==> config.mk <==
export PLATFORM = sky130hd
export DESIGN_NAME = ble_reading_top
export DESIGN_NICKNAME = d
export VERILOG_FILES = /design/src/verilog/ble_reading_pkg.sv /design/src/verilog/uart_byte_rx.sv /design/src/verilog/hex_line_parser.sv /design/src/verilog/hex_digit_decoder.sv /design/src/verilog/reading_register.sv /design/src/verilog/ble_reading_top.sv
export SDC_FILE = /design/constraint.sdc
export NUM_CORES = 1
export LEC_CHECK = 0
export BUFFER_PORTS_ARGS = -buffer_cell sky130_fd_sc_hd__buf_2
export CAP_MARGIN = 20
export CORE_ASPECT_RATIO = 0.8
export CORE_MARGIN = 2
export CORE_UTILIZATION = 35
export DETAILED_ROUTE_END_ITERATION = 10
export PLACE_DENSITY_LB_ADDON = 0.1
export SLEW_MARGIN = 40
export SYNTH_ARGS = -nofsm -noshare
export SYNTH_HDL_FRONTEND = slang
export SYNTH_HIERARCHICAL = 1
export SYNTH_SLANG_ARGS = --single-unit
==> constraint.sdc <==
create_clock -name clk -period 9.89 [get_ports clk]
set_input_delay 1.4835 -clock clk [delete_from_list [all_inputs] [get_ports clk]]
set_output_delay 1.4835 -clock clk [all_outputs]
set_load 0.005 [all_outputs]
==> src/verilog/ble_reading_pkg.sv <==
/* Shared constants, vector types and the digit frame of the BLE reading path.
   Each module pulls these in by a wildcard import in its header. */

package ble_reading_pkg;

   // ************************************************************************
   // Serial line timing
   // ************************************************************************

   // 16x oversampling tick from the system clock
   localparam int BAUD_DIVISOR = 27;
   localparam int OVERSAMPLE   = 16;
   localparam int DATA_BITS    = 8;

   localparam int BAUD_CNT_W = $clog2(BAUD_DIVISOR);
   localparam int TICK_CNT_W = $clog2(OVERSAMPLE);
   localparam int BIT_CNT_W  = $clog2(DATA_BITS);

   // ************************************************************************
   // Text format
   // ************************************************************************

   localparam int NUM_DIGITS = 8;

   // Counts 0..NUM_DIGITS plus one "too many" value
   localparam int DIGIT_CNT_W = $clog2(NUM_DIGITS + 2);

   typedef logic [DATA_BITS-1:0]      ascii_t;
   typedef logic [3:0]                nibble_t;
   typedef logic [NUM_DIGITS*4-1:0]   reading_t;

   localparam ascii_t ASCII_LF = 8'd10;

   // First received digit sits in chars[NUM_DIGITS-1]
   typedef struct packed {
      ascii_t [NUM_DIGITS-1:0] chars;
   } digit_frame_t;

   typedef enum logic [1:0] {
      RX_IDLE,
      RX_START,
      RX_DATA,
      RX_STOP
   } rx_state_t;

endpackage

==> src/verilog/uart_byte_rx.sv <==
/* 8N1 UART receiver with its own 16x oversampling tick counter.
   Strobes o_byte_valid for one cycle per received character. */
`timescale 1ns/10ps

module uart_byte_rx
   import ble_reading_pkg::*;
(
   input  logic   clk,
   input  logic   i_rst,
   input  logic   i_rx,
   output ascii_t o_byte,
   output logic   o_byte_valid
);

   logic [BAUD_CNT_W-1:0] baud_cnt;
   logic                  baud_tick;
   logic [1:0]            rx_sync;
   logic                  rx_bit;
   rx_state_t             state;
   logic [TICK_CNT_W-1:0] tick_cnt;
   logic [BIT_CNT_W-1:0]  bit_cnt;
   ascii_t                rx_shift;

   // ************************************************************************
   // Oversampling tick
   // ************************************************************************

   // Free running, one tick every BAUD_DIVISOR clocks
   always_ff @(posedge clk) begin
      if (i_rst) begin
         baud_cnt <= '0;
      end else if (baud_tick) begin
         baud_cnt <= '0;
      end else begin
         baud_cnt <= baud_cnt + 1'b1;
      end
   end

   assign baud_tick = (baud_cnt == BAUD_CNT_W'(BAUD_DIVISOR - 1));

   // Line comes from another clock domain
   always_ff @(posedge clk) begin
      if (i_rst) begin
         rx_sync <= 2'b11;
      end else begin
         rx_sync <= {rx_sync[0], i_rx};
      end
   end

   assign rx_bit = rx_sync[1];

   // ************************************************************************
   // Receive state machine
   // ************************************************************************

   always_ff @(posedge clk) begin
      if (i_rst) begin
         state        <= RX_IDLE;
         tick_cnt     <= '0;
         bit_cnt      <= '0;
         o_byte_valid <= 1'b0;
      end else begin
         o_byte_valid <= 1'b0;
         case (state)
            RX_IDLE: begin
               // Idle line is high, a low level is the start edge
               if (!rx_bit) begin
                  state    <= RX_START;
                  tick_cnt <= '0;
               end
            end
            RX_START: begin
               if (baud_tick) begin
                  if (tick_cnt == TICK_CNT_W'(OVERSAMPLE / 2 - 1)) begin
                     tick_cnt <= '0;
                     bit_cnt  <= '0;
                     // Glitch shorter than half a bit goes back to idle
                     state    <= rx_bit ? RX_IDLE : RX_DATA;
                  end else begin
                     tick_cnt <= tick_cnt + 1'b1;
                  end
               end
            end
            RX_DATA: begin
               if (baud_tick) begin
                  if (tick_cnt == TICK_CNT_W'(OVERSAMPLE - 1)) begin
                     tick_cnt <= '0;
                     if (bit_cnt == BIT_CNT_W'(DATA_BITS - 1)) begin
                        state <= RX_STOP;
                     end else begin
                        bit_cnt <= bit_cnt + 1'b1;
                     end
                  end else begin
                     tick_cnt <= tick_cnt + 1'b1;
                  end
               end
            end
            RX_STOP: begin
               // Middle of stop bit, level is not checked
               if (baud_tick) begin
                  if (tick_cnt == TICK_CNT_W'(OVERSAMPLE - 1)) begin
                     tick_cnt     <= '0;
                     state        <= RX_IDLE;
                     o_byte_valid <= 1'b1;
                  end else begin
                     tick_cnt <= tick_cnt + 1'b1;
                  end
               end
            end
            default: begin
               state <= RX_IDLE;
            end
         endcase
      end
   end

   // Data bits arrive LSB first
   always_ff @(posedge clk) begin
      if (state == RX_DATA && baud_tick && tick_cnt == TICK_CNT_W'(OVERSAMPLE - 1)) begin
         rx_shift <= {rx_bit, rx_shift[DATA_BITS-1:1]};
      end
   end

   assign o_byte = rx_shift;

endmodule

==> src/verilog/hex_line_parser.sv <==
/* Collects lines of exactly eight hex digits ended by LF into a digit frame.
   The frame waits in a one-entry buffer for the decoder lanes. */
`timescale 1ns/10ps

module hex_line_parser
   import ble_reading_pkg::*;
(
   input  logic         clk,
   input  logic         i_rst,
   input  ascii_t       i_byte,
   input  logic         i_byte_valid,
   input  logic         i_frame_ready,
   output digit_frame_t o_frame,
   output logic         o_frame_valid,
   output logic         o_overrun
);

   logic [DIGIT_CNT_W-1:0] digit_cnt;
   digit_frame_t           line_buf;
   logic                   is_hex;
   logic                   frame_done;
   logic                   buf_free;

   always_comb begin
      is_hex = ((i_byte >= "0") && (i_byte <= "9")) ||
               ((i_byte >= "a") && (i_byte <= "f")) ||
               ((i_byte >= "A") && (i_byte <= "F"));
   end

   assign frame_done = i_byte_valid && (i_byte == ASCII_LF) &&
                       (digit_cnt == DIGIT_CNT_W'(NUM_DIGITS));

   // Buffer can take a frame if empty or drained this cycle
   assign buf_free = !o_frame_valid || i_frame_ready;

   // ************************************************************************
   // Line collection
   // ************************************************************************

   // Count sticks at NUM_DIGITS+1 once the line is too long
   always_ff @(posedge clk) begin
      if (i_rst) begin
         digit_cnt <= '0;
      end else if (i_byte_valid) begin
         if (is_hex) begin
            if (digit_cnt != DIGIT_CNT_W'(NUM_DIGITS + 1)) begin
               digit_cnt <= digit_cnt + 1'b1;
            end
         end else begin
            // LF or any other character starts a new line
            digit_cnt <= '0;
         end
      end
   end

   always_ff @(posedge clk) begin
      if (i_byte_valid && is_hex) begin
         line_buf.chars <= {line_buf.chars[NUM_DIGITS-2:0], i_byte};
      end
   end

   // ************************************************************************
   // Output buffer
   // ************************************************************************

   always_ff @(posedge clk) begin
      if (i_rst) begin
         o_frame_valid <= 1'b0;
         o_overrun     <= 1'b0;
      end else begin
         o_overrun <= 1'b0;
         if (o_frame_valid && i_frame_ready) begin
            o_frame_valid <= 1'b0;
         end
         if (frame_done) begin
            if (buf_free) begin
               o_frame_valid <= 1'b1;
            end else begin
               // UART cannot stall, new frame is lost
               o_overrun <= 1'b1;
            end
         end
      end
   end

   always_ff @(posedge clk) begin
      if (frame_done && buf_free) begin
         o_frame <= line_buf;
      end
   end

endmodule

==> src/verilog/hex_digit_decoder.sv <==
/* One decoder lane: registers the nibble value of an ASCII hex digit.
   Advances only when the downstream register is ready. */
`timescale 1ns/10ps

module hex_digit_decoder
   import ble_reading_pkg::*;
(
   input  logic    clk,
   input  logic    i_rst,
   input  ascii_t  i_char,
   input  logic    i_valid,
   input  logic    i_ready,
   output nibble_t o_nibble,
   output logic    o_valid
);

   nibble_t nibble_d;

   // Letters of both cases have bit 6 set and low nibble 1..6
   always_comb begin
      nibble_d = i_char[3:0] + (i_char[6] ? 4'd9 : 4'd0);
   end

   always_ff @(posedge clk) begin
      if (i_rst) begin
         o_valid <= 1'b0;
      end else if (i_ready) begin
         o_valid <= i_valid;
      end
   end

   // Held while the reading register is busy
   always_ff @(posedge clk) begin
      if (i_ready && i_valid) begin
         o_nibble <= nibble_d;
      end
   end

endmodule

==> src/verilog/reading_register.sv <==
/* Packs the eight lane nibbles into one reading and offers it on valid/ready.
   Lane 0 carries the most significant digit. */
`timescale 1ns/10ps

module reading_register
   import ble_reading_pkg::*;
(
   input  logic                     clk,
   input  logic                     i_rst,
   input  nibble_t [NUM_DIGITS-1:0] i_nibbles,
   input  logic                     i_valid,
   input  logic                     i_ready,
   output logic                     o_lane_ready,
   output reading_t                 o_reading,
   output logic                     o_valid
);

   reading_t packed_reading;

   always_comb begin
      for (int k = 0; k < NUM_DIGITS; k++) begin
         packed_reading[4*(NUM_DIGITS-1-k) +: 4] = i_nibbles[k];
      end
   end

   // Empty, or the current reading leaves this cycle
   assign o_lane_ready = !o_valid || i_ready;

   // All lanes move together so lane 0 valid stands for the set
   always_ff @(posedge clk) begin
      if (i_rst) begin
         o_valid   <= 1'b0;
         o_reading <= '0;
      end else if (o_lane_ready) begin
         o_valid <= i_valid;
         if (i_valid) begin
            o_reading <= packed_reading;
         end
      end
   end

endmodule

==> src/verilog/ble_reading_top.sv <==
/* BLE accelerometer reading path: UART receiver, hex line parser,
   eight decoder lanes and the output reading register. */
`timescale 1ns/10ps

module ble_reading_top
   import ble_reading_pkg::*;
(
   input  logic     clk,
   input  logic     i_rst,
   input  logic     i_rx,
   input  logic     i_ready,
   output reading_t o_reading,
   output logic     o_valid,
   output logic     o_overrun
);

   ascii_t                   rx_byte;
   logic                     rx_byte_valid;
   digit_frame_t             frame;
   logic                     frame_valid;
   logic                     lane_ready;
   nibble_t [NUM_DIGITS-1:0] lane_nibbles;
   logic [NUM_DIGITS-1:0]    lane_valid;

   uart_byte_rx u_rx (
      .clk          (clk),
      .i_rst        (i_rst),
      .i_rx         (i_rx),
      .o_byte       (rx_byte),
      .o_byte_valid (rx_byte_valid)
   );

   // Lanes take a frame whenever the reading register can take theirs
   hex_line_parser u_parser (
      .clk           (clk),
      .i_rst         (i_rst),
      .i_byte        (rx_byte),
      .i_byte_valid  (rx_byte_valid),
      .i_frame_ready (lane_ready),
      .o_frame       (frame),
      .o_frame_valid (frame_valid),
      .o_overrun     (o_overrun)
   );

   // Lane k decodes the k-th received digit
   for (genvar k = 0; k < NUM_DIGITS; k++) begin : g_lane
      hex_digit_decoder u_lane (
         .clk      (clk),
         .i_rst    (i_rst),
         .i_char   (frame.chars[NUM_DIGITS-1-k]),
         .i_valid  (frame_valid),
         .i_ready  (lane_ready),
         .o_nibble (lane_nibbles[k]),
         .o_valid  (lane_valid[k])
      );
   end

   reading_register u_reading (
      .clk          (clk),
      .i_rst        (i_rst),
      .i_nibbles    (lane_nibbles),
      .i_valid      (lane_valid[0]),
      .i_ready      (i_ready),
      .o_lane_ready (lane_ready),
      .o_reading    (o_reading),
      .o_valid      (o_valid)
   );

endmodule

# After elaboration in Yosys (flattened, before gate mapping)
# Cells that the tools add are included.
# Widths: inputs -> output; s select.
[word_totals]
ff_bits = 209
input_bits = 4
output_inout_bits = 34
[op_classes]
addsub = 12
n_lt_le_gt_ge = 6
eq_ne = 21
mux = 37
bitwise = 3
reduce_logical = 27
[ops]
columns = ["cell", "count"]
rows = [
  ["$mux 4", 15],
  ["$add 4x4->4", 8],
  ["$mux 2", 9],
  ["$ge 8x7->1 const B", 2],
  ["$le 8x7->1 const B", 2],
  ["$ne 2x1->1 const B", 8],
  ["$mux 3", 5],
  ["$pmux 4 s3", 1],
  ["$logic_and 1x1->1", 10],
  ["$add 4x1->4 const B", 2],
  ["$eq 4x4->1 const B", 2],
  ["$eq 8x4->1 const B", 1],
  ["$ge 8x6->1 const B", 1],
  ["$le 8x6->1 const B", 1],
  ["$pmux 2 s4", 1],
  ["$reduce_and 8->1", 1],
  ["$ne 2x2->1 const B", 3],
  ["$pmux 3 s2", 1],
  ["$reduce_and 6->1", 1],
  ["$reduce_or 2->1", 3],
  ["$add 5x1->5 const B", 1],
  ["$eq 5x5->1 const B", 1],
  ["$mux 1", 5],
  ["$eq 2x2->1 const B", 2],
  ["other kinds (13)", 20],
]

# Depth between registers and ports, before layout
# Gate-level depths: netlist of run 1.
[logic_depth]
word_depth = 6
ltp_mapped = 6
mapped_depth_nobuf = 6

# Cells and area by module
# The synthesis of run 1 kept the hierarchy.
[by_module_without_submodules]
columns = ["mod", "n_inst", "cells_per_inst", "area_each_um2"]
rows = [
  ["hex_line_parser", 1, 173, 4269.1],
  ["hex_digit_decoder", 8, 14, 216.5],
  ["reading_register", 1, 150, 1443.9],
  ["uart_byte_rx", 1, 97, 1071.0],
]

# Worst setup path before layout of run 1
# No wires, ideal clock.
[synth_timing]
path_type = "reg2reg"
from = "reg u_rx.rx_shift[4] (netlist: u_rx/o_byte[4])"
to = "reg u_parser/line_buf[0] (netlist name) (enable)"
t_arrival_ns = 7.420
required_ns = 9.224
path_slack_ns = 1.803
path_stages_with_launch = 4
path_buffers = 0
synth_period_minus_slack_ns = 8.087
cell_sequence = "edfxtp_1 > nand2b_1 > o22a_2 > nor4b_1"
[synth_via]
elab_chain_len = 5
word_cells_on_any_way = 12
cone_classes = "order compare: 6; reduce/logical: 6"
[synth_lines]
columns = ["element", "line_no", "rtl"]
rows = [
  ["start, declared", "uart_byte_rx.sv:22", "ascii_t rx_shift;"],
  ["start signal, assigned", "uart_byte_rx.sv:120", "rx_shift <= {rx_bit, rx_shift[DATA_BITS-1:1]};"],
  ["$ge 8x6->1, or another cell as far along", "hex_line_parser.sv:25", "is_hex = ((i_byte >= \"0\") && (i_byte <= \"9\")) ||"],
  ["$logic_and 1x1->1 (on tied branches)", "hex_line_parser.sv:25, hex_line_parser.sv:26", ""],
  ["$logic_or 1x1->1", "hex_line_parser.sv:25", ""],
  ["$logic_or 1x1->1 *", "hex_line_parser.sv:26", "((i_byte >= \"a\") && (i_byte <= \"f\")) ||"],
  ["$logic_and 1x1->1 *", "hex_line_parser.sv:57", "if (i_byte_valid && is_hex) begin"],
  ["end, declared", "hex_line_parser.sv:19", "digit_frame_t line_buf;"],
]
# Every way passes the cells marked *; elsewhere a longest branch is shown, timed or not.
# A chain may end at the register's enable or synchronous reset.

# Worst setup path in the final report of run 1
[layout_timing]
from = "in i_ready"
to = "reg u_parser/o_frame[40] (netlist name) (enable)"
[layout_via]
elab_chain_len = 3
[layout_lines]
columns = ["element", "line_no", "rtl"]
rows = [
  ["start, declared", "ble_reading_top.sv:11", "input logic i_ready,"],
  ["$logic_or 1x1->1", "reading_register.sv:27", "assign o_lane_ready = !o_valid || i_ready;"],
  ["named net lane_ready", "ble_reading_top.sv:21", "logic lane_ready;"],
  ["$logic_or 1x1->1", "hex_line_parser.sv:34", "assign buf_free = !o_frame_valid || i_frame_ready;"],
  ["$logic_and 1x1->1", "hex_line_parser.sv:87", "if (frame_done && buf_free) begin"],
  ["end signal, assigned", "hex_line_parser.sv:88", "o_frame <= line_buf;"],
  ["end, declared", "hex_line_parser.sv:13", "output digit_frame_t o_frame,"],
]
# The timed path passes the listed nets, and every way through them passes these cells.

==> results of run 1 <==
-- flip-flops by register name, summed over array words and instances (netlist names), named ones only --
name and count:
u_parser/digit_cnt 4, u_rx/tick_cnt 4, u_parser/line_buf 40, u_rx/o_byte 8, u_rx/rx_sync 2, u_rx/baud_cnt 5
u_rx/state 1, g_lane.u_lane/o_valid 1, u_parser/o_overrun 1, g_lane.u_lane/o_nibble 32, u_reading/o_reading 32, u_parser/o_frame 40
u_reading/o_valid 1, u_rx/o_byte_valid 1, u_rx/bit_cnt 3, u_parser/o_frame_valid 1
-- power by group through the flow --
stage | clock [mW] | combinational (mW) | sequential [mW]
6_report | 0.651 | 0.0103 | 0.783
5_1_grt | 0.709 | 0.0116 | 0.783
4_1_cts | 0.674 | 0.0104 | 0.783
3_5_place_dp | 0 | 0.0104 | 0.800
3_3_place_gp | 0 | 0.00998 | 0.800
2_1_floorplan | 0 | 0.00818 | 0.799
-- routing by layer --
layer	part of all wire (%)	routed length [µm]
met5	0	0
met4	0.99	108
met3	4.8	523
met2	40	4320
met1	55	5960
-- final timing paths --
| check | cells past startpoint | startpoint | to |
|---|---|---|---|
| worst max-delay path | 6 | i_ready | u_parser/o_frame[40] |
| worst min-delay path | 1 | u_rx/rx_sync[0] | u_rx/rx_sync[1] |
| worst max register to register | 5 | u_reading/o_valid | u_parser/o_frame[40] |
| worst min register to register | 1 | u_rx/rx_sync[0] | u_rx/rx_sync[1] |
-- placed cells by master (no fill, tap or decap), types with 3 or more instances in the layout --
| cell | n |
|---|---|
| a21bo_1 | 6 |
| a21bo_2 | 26 |
| a21oi_1 | 32 |
| a21oi_2 | 6 |
| and2_1 | 8 |
| buf_2 | 36 |
| clkbuf_16 | 18 |
| clkinv_4 | 3 |
| dfxtp_1 | 56 |
| edfxtp_1 | 120 |
| ha_1 | 24 |
| inv_1 | 6 |
| inv_4 | 5 |
| mux2i_1 | 3 |
| nand2_1 | 6 |
| nand2b_1 | 3 |
| nand3_1 | 49 |
| nor2_1 | 15 |
| nor3_1 | 6 |
| or2_2 | 3 |
| xnor2_1 | 9 |
| xor2_1 | 19 |
-- layout make-up --
| type | instances | area (µm²) |
|---|---|---|
| Clock buffer | 19 | 458 |
| Clock inverter | 13 | 121 |
| Inverter | 6 | 22.5 |
| Tap cell | 258 | 323 |
| Timing Repair Buffer | 40 | 250 |
| Multi-Input combinational cell | 258 | 1960 |
| Sequential cell | 177 | 4750 |
| Fill cell | 1759 | 11200 |
-- metrics by stage --
step                power [mW]  area, µm²  utilization, %  hold WS, ns  instances
floorplan                0.807       6840               -        0.389        463
global placement         0.810       7250            38.0        0.398        737
detailed placement       0.810       7310            38.3        0.394        739
CTS                       1.47       7890            41.3        0.414        771
global route              1.50       7890            41.3        0.432        771
finish                    1.44       7890            41.3        0.411        771
-- critical path, stage by stage --
cell and delay (ns):
buf_2 0.08, nand2b_4 0.61, nand2b_1 0.24, nor2b_4 0.29
buf_16 0.20, buf_16 0.17
==> results.yml, run 1 <==
clock_tree:
  cts.sinks: 177
  cts_resized: 0
  clk_latency_ns: 0.42
  h-tree-depth: 4
  cts_hold_buf: 0
  cts_tree: "done"
  postCtsSetupBuffers: 0
  cts-root-buf: "clkbuf_16"
  cts_buffers: 17
  clk_pin_slew_ns: 0.06
  clockBufferDepth: 2
worst_setup_path:
  worst-endpoint-required_ns: 10.02
  arrival_ns: 3.09
  crit_path_end_kind: "flip-flop"
  critPathKind: "input port to flip-flop"
  r2r_slack_ns: 7.78
  start_kind: "input port"
  worst-path-max-fanout: 75
placement:
  dpl.hpwl_um: 7110
  post-place-ws_ns: 6.48
  routabilityCongestion: 0.756
  io_buffer_count: 37
pwr:
  ir_drop_mv: 0.107
  power.density_nw_per_um2: 183
  p_int_mw: 1.15
  power_frac_seq_pct: 54.2
  p_comb_share_pct: 0.7
  power_switching_mw: 0.291
  leakagePower_nw: 2.83
  switching_share_pct: 20.1
  clockPowerShare_pct: 45.1
run_status:
  outcome: "completed"
sta:
  fmax_mhz: 338
  slew_headroom_pct: 49.9
  fin_ws_ns: 6.93
  fin_crit_ns: 2.96
  worst_pin_slew_ns: 0.751
  clock-skew-final_ns: 0.00653
  rsz0062_at_grt: "no"
  finalHoldViolations: 0
  maxSlewViolCount: 0
  period_share_pct: 29.9
  setup_viol: 0
  final.setup.tns_ns: 0
routing:
  drc: 0
  vias: 3561
  drt_iter0_markers: 201
  viasPerCell: 4.62
  first_pass_iters: 4
  wl_per_cell_um: 14.2
  totalWireLength_um: 10900
  route.antenna.remaining_nets: 0
floorplan:
  die_area_um2: 20700
  core_um2: 19100
  fp.dieW_um: 160
  die_height_um: 129
  num_rows: 45
  start_util_pct: 35.8
  ios: 38
synthesis:
  syn_nets: 491
  syn-cell-area_um2: 6840
  avgSynthCellArea_um2: 14.8
  syn_inst: 463
  yosysWarnings: 6
grt:
  antenna_found_initial: 0
  track_usage_pct: 11.4
  overflow: 0
  use_met1_pct: 16.7
  grt_pass1_wl_um: 18500
  grtUsageMet3_pct: 4.29
  grt_max_degree: 76
  grt_pass1_vias: 3504
  grt_util_met2_pct: 15.9
  grt_busiest_layer: "met1"
finish:
  n_antenna_cell: 0
  area_growth_pct: 15.3
  nNetsFinal: 528
  final_layout_size_suffix_gt1_share_pct: 23.8
job:
  maxCapViolCount: 0
worst_hold_path:
  hp-class: "flip-flop to flip-flop"
(Power assumes the default switching activity.)
==> inputs of run 2 (changes only) <==
--- a/config.mk
+++ b/config.mk
@@ -5,6 +5,7 @@
 export SDC_FILE = /design/constraint.sdc
 export NUM_CORES = 1
 export LEC_CHECK = 0
+export ABC_AREA = 1
 export BUFFER_PORTS_ARGS = -buffer_cell sky130_fd_sc_hd__buf_2
 export CAP_MARGIN = 20
 export CORE_ASPECT_RATIO = 0.8
==> constraint.sdc (replaced) <==
create_clock -name clk -period 2.8 [get_ports clk]
set_input_delay 0.42 -clock clk [delete_from_list [all_inputs] [get_ports clk]]
set_output_delay 0.42 -clock clk [all_outputs]
set_load 0.005 [all_outputs]
==> run 2 against run 1 <==
  * First-iteration DRC count grew 29%
  * Synthesized cell count increased by 40%
  * Via count grew 15%
  * Clock-buffer cell count grew 4
  * Critical path depth rose by 1
  * Clock power rose to 3.5 times the previous value
  * Cell count increased by 26%
  * Setup slack lost 6.1 ns
  * Wire length up 6.8%
  * Utilization is 0.30 points lower
  * Sequential cell count did not move
==> results.yml, run 2 <==
run_status:
  outcome: "completed"
sta:
  slew_headroom_pct: 53.1
  timing.hold.ws_ns: 0.183
  period_share_pct: 72.0
  finalHoldViolations: 0
  fmax_mhz: 496
  fin_crit_ns: 2.01
  clock-skew-final_ns: 0.00802
  maxSlewViolCount: 0
  setup_viol: 0
  rsz0062_at_grt: "no"
  worst_pin_slew_ns: 0.704
  final.setup.tns_ns: 0
synthesis:
  syn_nets: 675
  avgSynthCellArea_um2: 11.0
  syn-cell-area_um2: 7110
  syn_inst: 647
  yosysWarnings: 6
floorplan:
  start_util_pct: 35.8
  ios: 38
  fp.dieW_um: 163
  num_rows: 46
  die_height_um: 131
  core_um2: 19900
  die_area_um2: 21500
worst_setup_path:
  worst-path-max-fanout: 40
  start_kind: "flip-flop"
  slowest_delay_ns: 0.44
  cp_top_family: "buffers and inverters"
  crit_path_end_kind: "flip-flop"
  worst-endpoint-required_ns: 2.85
  path_cells: "inv_1, ha_1, nand2_1, nor3_1, nand4_1, a21oi_4, buf_4"
  worst-path-buf-inv: 2
  arrival_ns: 2.07
  cp_slowest_cell: "buf_4"
  critPathKind: "flip-flop to flip-flop"
routing:
  drt_iter0_markers: 259
  route.antenna.remaining_nets: 0
  vias: 4104
  viasPerCell: 4.24
  totalWireLength_um: 11700
  first_pass_iters: 4
  drc: 0
  wl_per_cell_um: 12.0
placement:
  io_buffer_count: 37
  dp.cells: 936
  dpl.hpwl_um: 7970
  routabilityCongestion: 0.744
  place_area_um2: 7560
grt:
  grt_pass1_vias: 3820
  grt_max_degree: 75
  antenna_found_initial: 0
  overflow: 0
  grt_pass1_wl_um: 19300
  track_usage_pct: 11.5
pwr:
  ir_drop_mv: 0.354
  power.density_nw_per_um2: 626
  leakagePower_nw: 3.45
clock_tree:
  postCtsSetupBuffers: 0
  clk_pin_slew_ns: 0.06
  cts.sinks: 177
  clk_latency_ns: 0.42
  h-tree-depth: 4
  clockBufferDepth: 2
  cts_tree: "done"
  cts-root-buf: "clkbuf_16"
  cts_buffers: 17
  cts_hold_buf: 0
  cts_resized: 0
finish:
  largestRegisters: "u_parser/line_buf x40, u_parser/o_frame x40"
  n_antenna_cell: 0
  final_common_cell: "nand2_1"
  multi_input_area_um2: 1890
  final-seq-area_um2: 4750
  layout_common_cells: "123 x nand2_1, 120 x edfxtp_1, 86 x inv_1"
  final_layout_size_suffix_gt1_share_pct: 15.3
  nNetsFinal: 719
  final_core_util_pct: 41.0
  area_growth_pct: 14.6
  final_cells: 968
  fillCellCount: 1895
  fin_area_um2: 8140
job:
  maxCapViolCount: 0
worst_hold_path:
  hp-class: "input port to flip-flop"
## run 2: final cells by class
type / count / share of cell area (%)
Timing Repair Buffer: 42 / 2.74
Multi-Input combinational cell: 352 / 23.2
Inverter: 101 / 4.66
Clock buffer: 23 / 6.27
Clock inverter: 9 / 0.830
Tap cell: 264 / 4.06
Sequential cell: 177 / 58.3
## run 2: per-stage QoR
stage                     total power, mW  setup slack, ns
after floorplan                      2.86            0.368
after global placement               2.88            0.812
after detailed placement             2.88            0.769
after CTS                            5.17            0.756
after global routing                 5.29            0.608
final                                5.10            0.785
## run 2: metal layers
layer  track usage, %  share of wire (%)  vias up
li1                 -                  -     2217
met1             17.0                 53     1802
met2             15.8                 40       73
met3             3.85                5.4       12
met4             3.93                1.1        0
met5                0                  0        -
## run 2: final timing paths
check | from | to | slack [ns] | depth (start not counted)
worst min register to register | u_rx/rx_sync[0] | u_rx/rx_sync[1] | 0.41 | 1
worst min-delay path | i_rx | u_rx/rx_sync[0] | 0.18 | 2
worst max register to register | u_parser/digit_cnt[0] | u_parser/o_frame[54] | 0.79 | 7
worst max-delay path | u_parser/digit_cnt[0] | u_parser/o_frame[54] | 0.79 | 7
## run 2: power breakdown
part | switching [mW] | internal, mW | total [mW]
clock | 0.977 | 1.30 | 2.28
sequential | 0.00563 | 2.76 | 2.77
combinational | 0.0350 | 0.0179 | 0.0530
total | 1.02 | 4.08 | 5.10
